File: src/e100_consts.svh
// 100G status subsystem constants
`ifndef E100_CONSTS_SVH
`define E100_CONSTS_SVH

// stream geometry
`define E100_WORDS       4            // words per stream beat
`define E100_WIDTH       64           // bits per payload word

// status bus geometry
`define E100_ADDR_W      16
`define E100_DATA_W      32

// register windows, 256 addresses each, picked by addr[15:8]
`define E100_PC_BASE     16'h0100     // packet client
`define E100_CFP_BASE    16'h0200     // optics controller

// returned for reads nobody claims
`define E100_UNMAPPED    32'hDEADC0DE

// combiner gives up after this many cycles
`define E100_RD_TIMEOUT  4

// burst limits, as field widths of the control word
`define E100_PKTS_W      8            // up to 255 packets per burst
`define E100_BEATS_W     4            // 1 to 15 beats per packet

`endif

File: src/e100_bus_pkg.sv
// status bus types
`default_nettype none
`include "e100_consts.svh"

package e100_bus_pkg;

    ////////////////////////////////////////////////////////////////////
    // plain vectors
    ////////////////////////////////////////////////////////////////////

    typedef logic [`E100_ADDR_W-1:0] stat_addr_t;   // register address
    typedef logic [`E100_DATA_W-1:0] stat_data_t;   // register data

    ////////////////////////////////////////////////////////////////////
    // host to client
    ////////////////////////////////////////////////////////////////////

    typedef struct packed {
        stat_addr_t addr;
        logic       read;       // single cycle strobe
        logic       write;      // single cycle strobe
        stat_data_t writedata;
    } stat_req_t;

    // client to host, valid one cycle per answered read
    typedef struct packed {
        stat_data_t readdata;
        logic       readdata_valid;
    } stat_rsp_t;

endpackage

`default_nettype wire

File: src/e100_pkt_pkg.sv
// packet stream types
`default_nettype none
`include "e100_consts.svh"

package e100_pkt_pkg;

    typedef logic [`E100_WIDTH-1:0] pay_word_t;     // one payload word

    ////////////////////////////////////////////////////////////////////
    // one beat of the wide stream, word 0 goes first
    ////////////////////////////////////////////////////////////////////

    typedef struct packed {
        pay_word_t [`E100_WORDS-1:0]   data;
        logic      [`E100_WORDS-1:0]   start;       // bit 0 on first beat
        logic      [`E100_WORDS*8-1:0] end_pos;     // one-hot last byte
    } stream_beat_t;

    // transmit sequencer
    typedef enum logic [1:0] {
        pc_idle = 2'd0,     // waiting for a start write
        pc_send = 2'd1,     // driving beats
        pc_gap  = 2'd2      // one dead cycle after each packet
    } pc_state_t;

endpackage

`default_nettype wire

File: src/e100_packet_client.sv
// burst generator and loopback checker
`timescale 1ns/1ps
`default_nettype none
`include "e100_consts.svh"

module e100_packet_client (
    input  wire                          clk,
    input  wire                          rst,
    input  wire e100_bus_pkg::stat_req_t req,
    output e100_bus_pkg::stat_rsp_t      rsp,
    output e100_pkt_pkg::stream_beat_t   tx,
    output logic                         tx_valid,
    input  wire                          tx_ack,
    input  wire e100_pkt_pkg::stream_beat_t rx,
    input  wire                          rx_valid
);

    localparam int WORDS = `E100_WORDS;
    localparam logic [7:0] WIN = 8'(`E100_PC_BASE >> 8);
    localparam logic [WORDS*8-1:0] END_MARK = 1 << ((WORDS - 1) * 8); // byte 0, last word

    e100_pkt_pkg::pc_state_t   state;
    logic [`E100_PKTS_W-1:0]   pkt_total, pkt_cnt;
    logic [`E100_BEATS_W-1:0]  beats_per, beat_cnt, rx_beat;
    e100_pkt_pkg::pay_word_t   word_cnt, rx_exp;
    e100_bus_pkg::stat_data_t  sent_cnt, good_cnt, bad_cnt, rd_data;
    logic sel, ctrl_wr, start_burst, clr_cnt, rd_valid;
    logic tx_fire, tx_last_beat;
    logic rx_err, rx_last, rx_end, rx_words_ok, rx_start_ok, rx_end_ok, rx_bad;

    assign sel         = req.addr[15:8] == WIN;
    assign ctrl_wr     = sel && req.write && req.addr[7:0] == 8'h00;
    assign start_burst = ctrl_wr && req.writedata[31] && state == e100_pkt_pkg::pc_idle;
    assign clr_cnt     = ctrl_wr && req.writedata[30];

    //////////////////////////////////////////////////////////////////////
    // transmit
    //////////////////////////////////////////////////////////////////////

    assign tx_valid     = state == e100_pkt_pkg::pc_send;
    assign tx_fire      = tx_valid && tx_ack;
    assign tx_last_beat = beat_cnt == beats_per - 1'b1;

    // beat comes straight from registers, so it holds while ack is low
    always_comb begin
        tx = '0;
        for (int i = 0; i < WORDS; i++) begin
            tx.data[i] = word_cnt + e100_pkt_pkg::pay_word_t'(i);
        end
        tx.start   = WORDS'(beat_cnt == '0);    // word 0 of first beat
        tx.end_pos = tx_last_beat ? END_MARK : '0;
    end

    always_ff @(posedge clk) begin
        if (rst) begin
            state     <= e100_pkt_pkg::pc_idle;
            pkt_total <= '0;
            pkt_cnt   <= '0;
            beats_per <= `E100_BEATS_W'(1);
            beat_cnt  <= '0;
            word_cnt  <= '0;
        end else begin
            case (state)
                e100_pkt_pkg::pc_idle: if (start_burst) begin
                    pkt_total <= req.writedata[7:0];
                    beats_per <= (req.writedata[11:8] == '0) ? `E100_BEATS_W'(1) :
                                 req.writedata[11:8];   // zero beats means one
                    pkt_cnt   <= '0;
                    beat_cnt  <= '0;
                    word_cnt  <= '0;                    // sequence restarts per burst
                    if (req.writedata[7:0] != '0)
                        state <= e100_pkt_pkg::pc_send;
                end
                e100_pkt_pkg::pc_send: if (tx_fire) begin
                    word_cnt <= word_cnt + e100_pkt_pkg::pay_word_t'(WORDS);
                    if (tx_last_beat) begin
                        beat_cnt <= '0;
                        pkt_cnt  <= pkt_cnt + 1'b1;
                        state    <= e100_pkt_pkg::pc_gap;
                    end else begin
                        beat_cnt <= beat_cnt + 1'b1;
                    end
                end
                e100_pkt_pkg::pc_gap:   // gap done, more to send?
                    state <= (pkt_cnt == pkt_total) ? e100_pkt_pkg::pc_idle :
                                                      e100_pkt_pkg::pc_send;
                default: state <= e100_pkt_pkg::pc_idle;
            endcase
        end
    end

    //////////////////////////////////////////////////////////////////////
    // receive check
    //////////////////////////////////////////////////////////////////////

    assign rx_last = rx_beat == beats_per - 1'b1;
    assign rx_end  = (|rx.end_pos) || rx_last;      // close on either marker

    always_comb begin
        rx_words_ok = 1'b1;
        for (int i = 0; i < WORDS; i++) begin
            if (rx.data[i] != rx_exp + e100_pkt_pkg::pay_word_t'(i))
                rx_words_ok = 1'b0;
        end
    end

    assign rx_start_ok = rx.start == WORDS'(rx_beat == '0);
    assign rx_end_ok   = rx.end_pos == (rx_last ? END_MARK : '0);
    assign rx_bad      = rx_err || !rx_words_ok || !rx_start_ok || !rx_end_ok;

    always_ff @(posedge clk) begin
        if (rst || start_burst) begin
            rx_exp  <= '0;
            rx_beat <= '0;
            rx_err  <= 1'b0;
        end else if (rx_valid) begin
            rx_exp <= rx_exp + e100_pkt_pkg::pay_word_t'(WORDS); // stays in step after a bad word
            if (rx_end) begin
                rx_beat <= '0;
                rx_err  <= 1'b0;
            end else begin
                rx_beat <= rx_beat + 1'b1;
                rx_err  <= rx_bad;              // carry fault to end of packet
            end
        end
    end

    // packet counters
    always_ff @(posedge clk) begin
        if (rst || clr_cnt) begin
            sent_cnt <= '0;
            good_cnt <= '0;
            bad_cnt  <= '0;
        end else begin
            if (tx_fire && tx_last_beat)
                sent_cnt <= sent_cnt + 1'b1;
            if (rx_valid && rx_end) begin
                if (rx_bad)
                    bad_cnt  <= bad_cnt + 1'b1;
                else
                    good_cnt <= good_cnt + 1'b1;
            end
        end
    end

    //////////////////////////////////////////////////////////////////////
    // status reads, one cycle
    //////////////////////////////////////////////////////////////////////

    always_ff @(posedge clk) begin
        if (rst)
            rd_valid <= 1'b0;
        else
            rd_valid <= sel && req.read;
    end

    always_ff @(posedge clk) begin
        case (req.addr[7:0])
            8'h04:   rd_data <= sent_cnt;
            8'h08:   rd_data <= good_cnt;
            8'h0C:   rd_data <= bad_cnt;
            8'h10:   rd_data <= e100_bus_pkg::stat_data_t'(state != e100_pkt_pkg::pc_idle);
            default: rd_data <= '0;             // control is write only
        endcase
    end

    assign rsp = '{readdata: rd_data, readdata_valid: rd_valid};

endmodule

`default_nettype wire

File: src/e100_optics_control.sv
// CFP pin control and alarm latch
`timescale 1ns/1ps
`default_nettype none
`include "e100_consts.svh"

module e100_optics_control (
    input  wire                          clk,
    input  wire                          rst,
    input  wire e100_bus_pkg::stat_req_t req,
    output e100_bus_pkg::stat_rsp_t      rsp,
    input  wire                          cfp_glb_alrm,
    input  wire                          cfp_mod_abs,
    input  wire                          cfp_rx_los,
    input  wire [3:1]                    cfp_prg_alrm,
    output logic                         cfp_mod_lopwr,
    output logic                         cfp_mod_rst,   // active low
    output logic                         cfp_tx_dis,
    output logic [4:0]                   cfp_prtadr,
    output logic [3:1]                   cfp_prg_cntl
);

    localparam logic [7:0] WIN = 8'(`E100_CFP_BASE >> 8);

    logic [10:0] ctrl;              // pin control, read-write
    logic [5:0]  alarm, alarm_pin;  // sticky latches and their sources
    logic        sel, rd_valid;
    e100_bus_pkg::stat_data_t rd_data;

    assign sel       = req.addr[15:8] == WIN;
    assign alarm_pin = {cfp_prg_alrm, cfp_rx_los, cfp_mod_abs, cfp_glb_alrm};

    //////////////////////////////////////////////////////////////////////
    // registers
    //////////////////////////////////////////////////////////////////////

    always_ff @(posedge clk) begin
        if (rst) begin
            ctrl  <= 11'h002;                   // module out of reset
            alarm <= '0;
        end else begin
            if (sel && req.write && req.addr[7:0] == 8'h00)
                ctrl <= req.writedata[10:0];
            // pin set wins over a clear in the same cycle
            if (sel && req.write && req.addr[7:0] == 8'h04)
                alarm <= (alarm & ~req.writedata[5:0]) | alarm_pin;
            else
                alarm <= alarm | alarm_pin;
        end
    end

    assign cfp_mod_lopwr = ctrl[0];
    assign cfp_mod_rst   = ctrl[1];
    assign cfp_tx_dis    = ctrl[2];
    assign cfp_prtadr    = ctrl[7:3];
    assign cfp_prg_cntl  = ctrl[10:8];

    // read return, one cycle after the strobe
    always_ff @(posedge clk) begin
        if (rst)
            rd_valid <= 1'b0;
        else
            rd_valid <= sel && req.read;
    end

    always_ff @(posedge clk) begin
        case (req.addr[7:0])
            8'h00:   rd_data <= e100_bus_pkg::stat_data_t'(ctrl);
            8'h04:   rd_data <= e100_bus_pkg::stat_data_t'(alarm);
            default: rd_data <= '0;
        endcase
    end

    assign rsp = '{readdata: rd_data, readdata_valid: rd_valid};

endmodule

`default_nettype wire

File: src/e100_read_combine.sv
// status read return combiner
`timescale 1ns/1ps
`default_nettype none
`include "e100_consts.svh"

module e100_read_combine (
    input  wire                                clk,
    input  wire                                rst,
    input  wire                                host_read,
    input  wire e100_bus_pkg::stat_rsp_t [1:0] client_rsp,
    output e100_bus_pkg::stat_rsp_t            host_rsp,
    output logic                               host_waitrequest
);

    localparam int NUM_CLIENTS = 2;
    localparam int TO = `E100_RD_TIMEOUT;
    localparam int CW = $clog2(TO) + 1;

    e100_bus_pkg::stat_data_t merged, rsp_data;
    logic          any_valid, timeout, pending, rsp_valid;
    logic [CW-1:0] wait_cnt;    // cycles spent on the open read

    // clients stay quiet unless valid, still masked here
    always_comb begin
        merged    = '0;
        any_valid = 1'b0;
        for (int i = 0; i < NUM_CLIENTS; i++) begin
            merged    |= client_rsp[i].readdata &
                         {$bits(e100_bus_pkg::stat_data_t){client_rsp[i].readdata_valid}};
            any_valid |= client_rsp[i].readdata_valid;
        end
    end

    assign timeout = pending && !any_valid && wait_cnt == CW'(TO - 1);

    always_ff @(posedge clk) begin
        if (rst) begin
            pending   <= 1'b0;
            wait_cnt  <= '0;
            rsp_valid <= 1'b0;
        end else begin
            rsp_valid <= any_valid || timeout;
            if (host_read) begin
                pending  <= 1'b1;
                wait_cnt <= '0;
            end else if (any_valid || timeout) begin
                pending  <= 1'b0;               // drops as valid goes out
            end else if (pending) begin
                wait_cnt <= wait_cnt + 1'b1;
            end
        end
    end

    always_ff @(posedge clk) begin
        if (any_valid || timeout)
            rsp_data <= any_valid ? merged : `E100_UNMAPPED;
    end

    assign host_waitrequest = pending;
    assign host_rsp = '{readdata: rsp_data, readdata_valid: rsp_valid};

endmodule

`default_nettype wire

File: src/e100_status_top.sv
// 100G status subsystem top
`timescale 1ns/1ps
`default_nettype none

module e100_status_top (
    input  wire                             clk,
    input  wire                             rst,
    // host status bus
    input  wire e100_bus_pkg::stat_req_t    req,
    output e100_bus_pkg::stat_rsp_t         rsp,
    output logic                            waitrequest,
    // packet stream out and back in
    output e100_pkt_pkg::stream_beat_t      tx,
    output logic                            tx_valid,
    input  wire                             tx_ack,
    input  wire e100_pkt_pkg::stream_beat_t rx,
    input  wire                             rx_valid,
    // CFP pins
    input  wire                             cfp_glb_alrm,
    input  wire                             cfp_mod_abs,
    input  wire                             cfp_rx_los,
    input  wire [3:1]                       cfp_prg_alrm,
    output logic                            cfp_mod_lopwr,
    output logic                            cfp_mod_rst,    // active low
    output logic                            cfp_tx_dis,
    output logic [4:0]                      cfp_prtadr,
    output logic [3:1]                      cfp_prg_cntl
);

    e100_bus_pkg::stat_rsp_t [1:0] cli_rsp;     // 0 packet client, 1 optics

    //////////////////////////////////////////////////////////////////////
    // clients
    //////////////////////////////////////////////////////////////////////

    e100_packet_client pc (
        .clk      (clk),
        .rst      (rst),
        .req      (req),
        .rsp      (cli_rsp[0]),
        .tx       (tx),
        .tx_valid (tx_valid),
        .tx_ack   (tx_ack),
        .rx       (rx),
        .rx_valid (rx_valid)
    );

    e100_optics_control cc (
        .clk           (clk),
        .rst           (rst),
        .req           (req),
        .rsp           (cli_rsp[1]),
        .cfp_glb_alrm  (cfp_glb_alrm),
        .cfp_mod_abs   (cfp_mod_abs),
        .cfp_rx_los    (cfp_rx_los),
        .cfp_prg_alrm  (cfp_prg_alrm),
        .cfp_mod_lopwr (cfp_mod_lopwr),
        .cfp_mod_rst   (cfp_mod_rst),
        .cfp_tx_dis    (cfp_tx_dis),
        .cfp_prtadr    (cfp_prtadr),
        .cfp_prg_cntl  (cfp_prg_cntl)
    );

    // merge read returns for the host
    e100_read_combine arc (
        .clk              (clk),
        .rst              (rst),
        .host_read        (req.read),
        .client_rsp       (cli_rsp),
        .host_rsp         (rsp),
        .host_waitrequest (waitrequest)
    );

endmodule

`default_nettype wire

File: config.mk
export PLATFORM = sky130hd
export DESIGN_NAME = e100_status_top
export DESIGN_NICKNAME = d
export VERILOG_FILES = /design/src/e100_bus_pkg.sv /design/src/e100_pkt_pkg.sv /design/src/e100_packet_client.sv /design/src/e100_optics_control.sv /design/src/e100_read_combine.sv /design/src/e100_status_top.sv
export VERILOG_INCLUDE_DIRS = /design/src
export SDC_FILE = /design/constraint.sdc
export NUM_CORES = 1
export LEC_CHECK = 0
export ABC_CLOCK_PERIOD_IN_PS = 5200
export BUFFER_PORTS_ARGS = -buffer_cell sky130_fd_sc_hd__buf_2
export CAP_MARGIN = 20
export CORE_AREA = 5 5 267 269
export DETAILED_ROUTE_END_ITERATION = 8
export DIE_AREA = 0 0 272 274
export GPL_TIMING_DRIVEN = 0
export PLACE_DENSITY = 0.51
export SYNTH_ARGS = -nofsm -noshare
export SYNTH_HDL_FRONTEND = slang
export SYNTH_SLANG_ARGS = --single-unit
File: constraint.sdc
create_clock -name clk -period 5.2 [get_ports clk]
set_input_delay 1.56 -clock clk [delete_from_list [all_inputs] [get_ports clk]]
set_output_delay 1.56 -clock clk [all_outputs]
set_load 0.005 [all_outputs]
Yosys cells after proc, flatten, opt, wreduce, memory -nomap -nowiden

Cells that the tools add are included.

Multiplexer cells: 31
Shifts and indexed selects: 0
$mul: 0
Reductions and logical operators: 44
Equality and inequality tests: 22
$lt $le $gt $ge: 0
Bitwise gates (word level): 10
Divide/modulo/power cells: 0
Add/subtract/negate cells: 16

Operators with widths:

| operator                | count |
|---|---|
| $add A64 B2 Y64 const B | 4 |
| $ne A64 B64 Y1          | 4 |
| $add A64 B1 Y64 const B | 2 |
| $add A64 B3 Y64 const B | 2 |
| $mux W64                | 2 |
| $pmux W32 S4            | 1 |
| $pmux W64 S2            | 1 |
| $add A32 B1 Y32 const B | 3 |
| $mux W25                | 2 |
| $and A11 B32 Y32        | 1 |
| $and A32 B32 Y32        | 1 |
| $eq A32 B32 Y1          | 1 |
| $or A32 B32 Y32         | 1 |
| $reduce_or A32 Y1       | 1 |
| $mux W8                 | 3 |
| $pmux W11 S2            | 1 |
| $mux W4                 | 5 |
| $eq A8 B4 Y1 const B    | 2 |
| $pmux W8 S2             | 1 |
| $logic_and A1 B1 Y1     | 15 |
| $logic_not A4 Y1        | 3 |
| $or A6 B6 Y6            | 2 |
| $add A4 B1 Y4 const B   | 2 |
| $add A8 B1 Y8 const B   | 1 |
| 33 further kinds        | 62 |

Output and inout bits: 338
Latch bits: 0
Input port bits: 352
Memories kept: 0
Bits in read-only memories: 0
Logic and storage cells: 145
Memory bits (writable): 0
Bits in registers: 354

Longest topological paths before layout

Depth in word-level cells: 11
Mapped depth: 12
Depth with buffers taken out: 10

Cells and area by module

Synthesis repeated with hierarchy kept, for this count alone.

Cell total of the unflattened synthesis: 2469
Area, all modules: 20355.8 um2

By module, submodules not included:

| module              | area each (um2) | seq. area each (um2) | instances | cells each |
|---|---|---|---|---|
| e100_packet_client  | 17406.7         | 5685.5               | 1         | 2209 |
| e100_read_combine   | 1612.8          | 1061.0               | 1         | 118 |
| e100_optics_control | 1336.3          | 580.6                | 1         | 142 |

Least setup slack after synthesis

Ideal clock, no wire load.

Path type: input -> register
Start point: in req[35] in the netlist's numbering
End point: reg pc.word_cnt[55]
Stages on the path: 8
Slack: 1.017 ns
Required time: 5.130 ns
Buffers on the path: 1
Library setup time: 0.070 ns
Arrival time: 4.112 ns
Cells stage by stage: or4_1 -> or4_1 -> nand4bb_4 -> a21o_1 -> or4_4 -> clkbuf_2 -> or3_1 -> a21oi_1

Longest elaborated chain between the ends: 6

Ends and longest elaborated chain:

| element                          | RTL line                 | source |
|---|---|---|
| start, declared                  | e100_status_top.sv:9     | `input wire e100_bus_pkg::stat_req_t req,` |
| $logic_not A8 Y1                 | e100_packet_client.sv:32 | `assign ctrl_wr = sel && req.write && req.addr[7:0] == 8'h00;` |
| $logic_and A1 B1 Y1              | e100_packet_client.sv:32 |  |
| $logic_and A1 B1 Y1 (2 in a row) | e100_packet_client.sv:33 | `assign start_burst = ctrl_wr && req.writedata[31] && state == e100_pkt_pkg::pc_idle;` |
| $ne A2 B1 Y1 (no line)           | -                        |  |
| $reduce_and A3 Y1 (no line)      | -                        |  |
| end signal, assigned             | e100_packet_client.sv:75 | `word_cnt <= word_cnt + e100_pkt_pkg::pay_word_t'(WORDS);` |
| end, declared                    | e100_packet_client.sv:25 | `e100_pkt_pkg::pay_word_t word_cnt, rx_exp;` |

No other way between the ends.
A chain may end at the register's enable or synchronous reset.

Worst setup path in the final report

Start point: in rx[13] in the netlist's numbering
End point: reg pc.good_cnt[1]

Longest elaborated chain between the ends: 5
Elaborated cells between the ends (all ways): 8
Classes of those cells: eq/ne (1); bitwise (1); reduce/logical (6)

Ends and longest elaborated chain:

| element                         | RTL line                  | source |
|---|---|---|
| start, declared                 | e100_status_top.sv:16     | `input wire e100_pkt_pkg::stream_beat_t rx,` |
| $eq A32 B32 Y1                  | e100_packet_client.sv:108 | `assign rx_end_ok = rx.end_pos == (rx_last ? END_MARK : '0);` |
| $logic_not A1 Y1                | e100_packet_client.sv:109 | `assign rx_bad = rx_err \|\| !rx_words_ok \|\| !rx_start_ok \|\| !rx_end_ok;` |
| $logic_or A1 B1 Y1              | e100_packet_client.sv:109 |  |
| $not A1 Y1 (no line)            | -                         |  |
| $reduce_and A2 Y1 (no line) (*) | -                         |  |
| end signal, assigned            | e100_packet_client.sv:141 | `good_cnt <= good_cnt + 1'b1;` |
| end, declared                   | e100_packet_client.sv:26  | `e100_bus_pkg::stat_data_t sent_cnt, good_cnt, bad_cnt, rd_data;` |

Every way passes the cells marked *; elsewhere a longest branch is shown, timed or not.

==> impl_results.md <==
- Final #Nets: 3633
- Tightest Pin Transition: 1.02 ns
- Most used DFF post-synth: dfxtp_1
- Clk pin slew, worst setup/hold paths: 0.06 ns
- Slowest CP cell: nor4_1
- Die X-Extent: 272 um
- Placed Instance Area: 25100 um^2
- Worst hold slack: 0.465 ns
- CP max FO: 10
- First-pass GRT wire length: 134000 um
- Post-DR wirelength/cell: 22.4 um
- Post-synth EDFFs: 32
- Initial Util: 0.303
- Post-route antenna net violation count: 0
- Core Footprint: 68300 um^2
- Row count: 96
- Fill cells: 7170
- Reg2Reg Setup Slack: 0.64 ns
- Ranking of synthesized cells by area: dfxtp_1 31%, xor2_1 11%, edfxtp_1 4.6%
- CP arrival: 5.28 ns
- #FFs+latches synth: 350
- Startpoint Class: input pin
- Post-route clock period utilization: 0.931
- Num CTS Buffers: 41
- Leak: 11.3 nW
- IO Pins: 690
- Post-Syn Area: 20700 um^2
- Pin count of the biggest net entering global routing: 25
- Number of port buffers: 628
- Fin area: 26500 um^2
- Grt total ovfl: 0
- Origin of the worst min-delay path: pc.good_cnt[13]
- Clock Latency Late Sink: 0.58 ns
- Final hold violations: 0
- Worst min path class: flip-flop to flip-flop
- Unrepaired setup endpoints after global routing: false
- Root Buffer: clkbuf_16
- GP Congestion: 0.992
- CP endpoint kind: flip-flop
- Cells after synthesis: 2553
- Dpl cells: 4107
- DIE HEIGHT: 274 um
- Fmax: 0.207 GHz
- RR Endpoint: pc.bad_cnt[6]
- CTS Buffer Depth: 3
- Worst r2r path cells: 12
- Number of global-route vias before repair: 20000
- Worst clock skew: 0.0197 ns
- Hold Path Cell Cnt: 2
- YS warnings: 0
- Routed vias: 20900
- CTS tree: built
- Core Util, Final: 0.388
- Final min period: 4.84 ns
- Layout cells sized above 1: 0.264
- FF-to-FF Start: pc.beats_per[0]
- H-tree Lvls: 2
- CP cell instances: buf_2, nor4_1, nand4_1, nor4_1, nor3b_1, nand2b_1, or4_1, clkbuf_1, clkbuf_1, mux2i_1, nor2_1
- CP max stage delay: 0.72 ns
- FFs w/ async S/R, synth: 0
- Max cap viols: 0
- Post-synth top area cell: dfxtp_1
- Final wirelength: 94000 um
- Non-filler cells, final: 4189
- Vias/cell: 4.99
- Initial DRC count: 1663
- Post-CTS setup repair buffer count: 0
- Distinct cells, synth: 65
- Final setup fails: 0
- Seq/Total Area, Yosys: 0.354
- Dpl hpwl: 77000 um
- Area of the die: 74500 um^2
- Hold Buf Count CTS: 0
- DRC violations left: 0
- Max Slew Vio Count: 0
- Post-cts sizing count: 0
- Worst vdd ir: 0.000198 V
- Pwr dens: 231 nW/um^2
- TritonRoute pass-1 iters: 5
- Initial antenna violation count: 10
- Clock Sinks: 350
- Worst min-delay path endpoint: pc.good_cnt[13]
- Critical Path RT: 5.64 ns
- Status: completed
- Rel. slew slack: 0.317
- Overall Power: 6.12 mW
- Syn Area/Cell: 8.10 um^2
- WS Path Type: input pin to flip-flop
- Area share of the largest cell type after synthesis: 0.308
- Syn-to-layout area delta: 28.2%
- Critical Path Start: rx[13]
- Total Routing Usage GR: 0.239
## critical path: cells and delay by family
| family | cells | cell delay (ns) |
|---|---|---|
| muxes | 1 | 0.24 |
| buffers and inverters | 3 | 0.94 |
| and+or+nand+nor | 7 | 2.52 |
## cell usage in the layout (no fill, tap or decap), drive strengths merged, types with 53 or more instances in the layout
master / count
buf: 766
dfxtp: 318
clkbuf: 311
xor2: 264
nor2: 242
nand2: 201
nor4: 126
nand3: 105
xnor2: 97
a21oi: 94
nand4: 77
or3: 64
nor3: 64
inv: 55
mux2i: 53
## worst max path at each step
stage / end / slack [ns] / cells past startpoint
3_5_place_dp: pc.word_cnt[14] / -0.32 / 10
3_3_place_gp: pc.bad_cnt[6] / -1.37 / 11
2_1_floorplan: pc.word_cnt[55] / 1.02 / 8
5_1_grt: pc.bad_cnt[8] / 0.11 / 11
4_1_cts: pc.word_cnt[4] / 0.29 / 10
6_report: pc.good_cnt[1] / 0.36 / 11
## logic make-up after synthesis
logic type | after synthesis | share of synthesized area
AND/OR/NAND/NOR | 1067 | 0.270
buffers and inverters | 438 | 0.103
XOR/XNOR | 361 | 0.153
flip-flops | 350 | 0.354
AO/OA/AOI/OAI | 242 | 0.0715
multiplexers | 80 | 0.0403
adder cells (fa/ha/maj) | 13 | 0.00786
other | 2 | 0.000363
## area by class of cell
type                            instances  area (um^2)  share of cell area
Antenna cell                            6         15.0            0.000566
Buffer                                384         1930              0.0728
Clock buffer                           61         1210              0.0457
Clock inverter                         15          154             0.00580
Inverter                               54          203             0.00764
Multi-Input combinational cell       1805        11400               0.429
Sequential cell                       350         7330               0.276
Tap cell                              882         1100              0.0416
Timing Repair Buffer                  632         3190               0.120
## where the power goes
group	switching [mW]	total (mW)	internal (mW)
sequential	0.00841	2.73	2.72
combinational	0.278	0.469	0.191
clock	1.20	2.92	1.72
total	1.49	6.12	4.63
## state kept, by name, indices dropped and copies added, names as in the netlist
signal	flops
pc.pkt_total	8
cc.rd_valid	1
arc.host_waitrequest	1
pc.state	2
arc.rsp_valid	1
cc.ctrl	11
pc.beats_per	4
pc.word_cnt	62
pc.pkt_cnt	8
pc.rx_err	1
pc.rx_beat	4
pc.beat_cnt	4
arc.rsp_data	32
pc.bad_cnt	32
cc.rd_data	11
pc.good_cnt	32
cc.alarm	6
pc.rd_data	32
pc.rx_exp	62
arc.wait_cnt	3
pc.rd_valid	1
pc.sent_cnt	32
## stage by stage
step | setup slack (ns) | setup TNS [ns]
floorplan | 1.02 | 0
global placement | -1.37 | -83.04
CTS | 0.287 | 0
detailed placement | -0.320 | -15.72
global route | 0.108 | 0
finish | 0.360 | 0
## cell usage after synthesis, types with 6 or more instances
cell type,count
and4_1,17
inv_1,54
a21oi_1,94
a22oi_1,44
nor3_1,61
mux2i_1,53
and2_1,24
nor4_1,124
clkbuf_1,247
nand2b_1,31
a22o_1,6
buf_4,114
o31ai_1,14
o21ai_0,49
nor4b_1,9
a211oi_1,8
xor2_1,264
o211ai_1,8
buf_1,9
nor2_1,242
nor2b_1,6
nand2_1,201
nand4b_1,6
and3_1,36
mux2_2,27
edfxtp_1,32
buf_2,7
dfxtp_1,318
nand3_1,105
or4_1,37
nand4_1,77
or3_1,62
xnor2_1,97
ha_1,13
## layer usage
metal | vias to the layer above | track usage | share of wire
met5 | - | 0 | 0.00026
met4 | 4 | 0.0657 | 0.030
met3 | 146 | 0.0734 | 0.091
met2 | 848 | 0.377 | 0.45
met1 | 9835 | 0.319 | 0.43
li1 | 10100 | - | -
(Power assumes the default switching activity.)
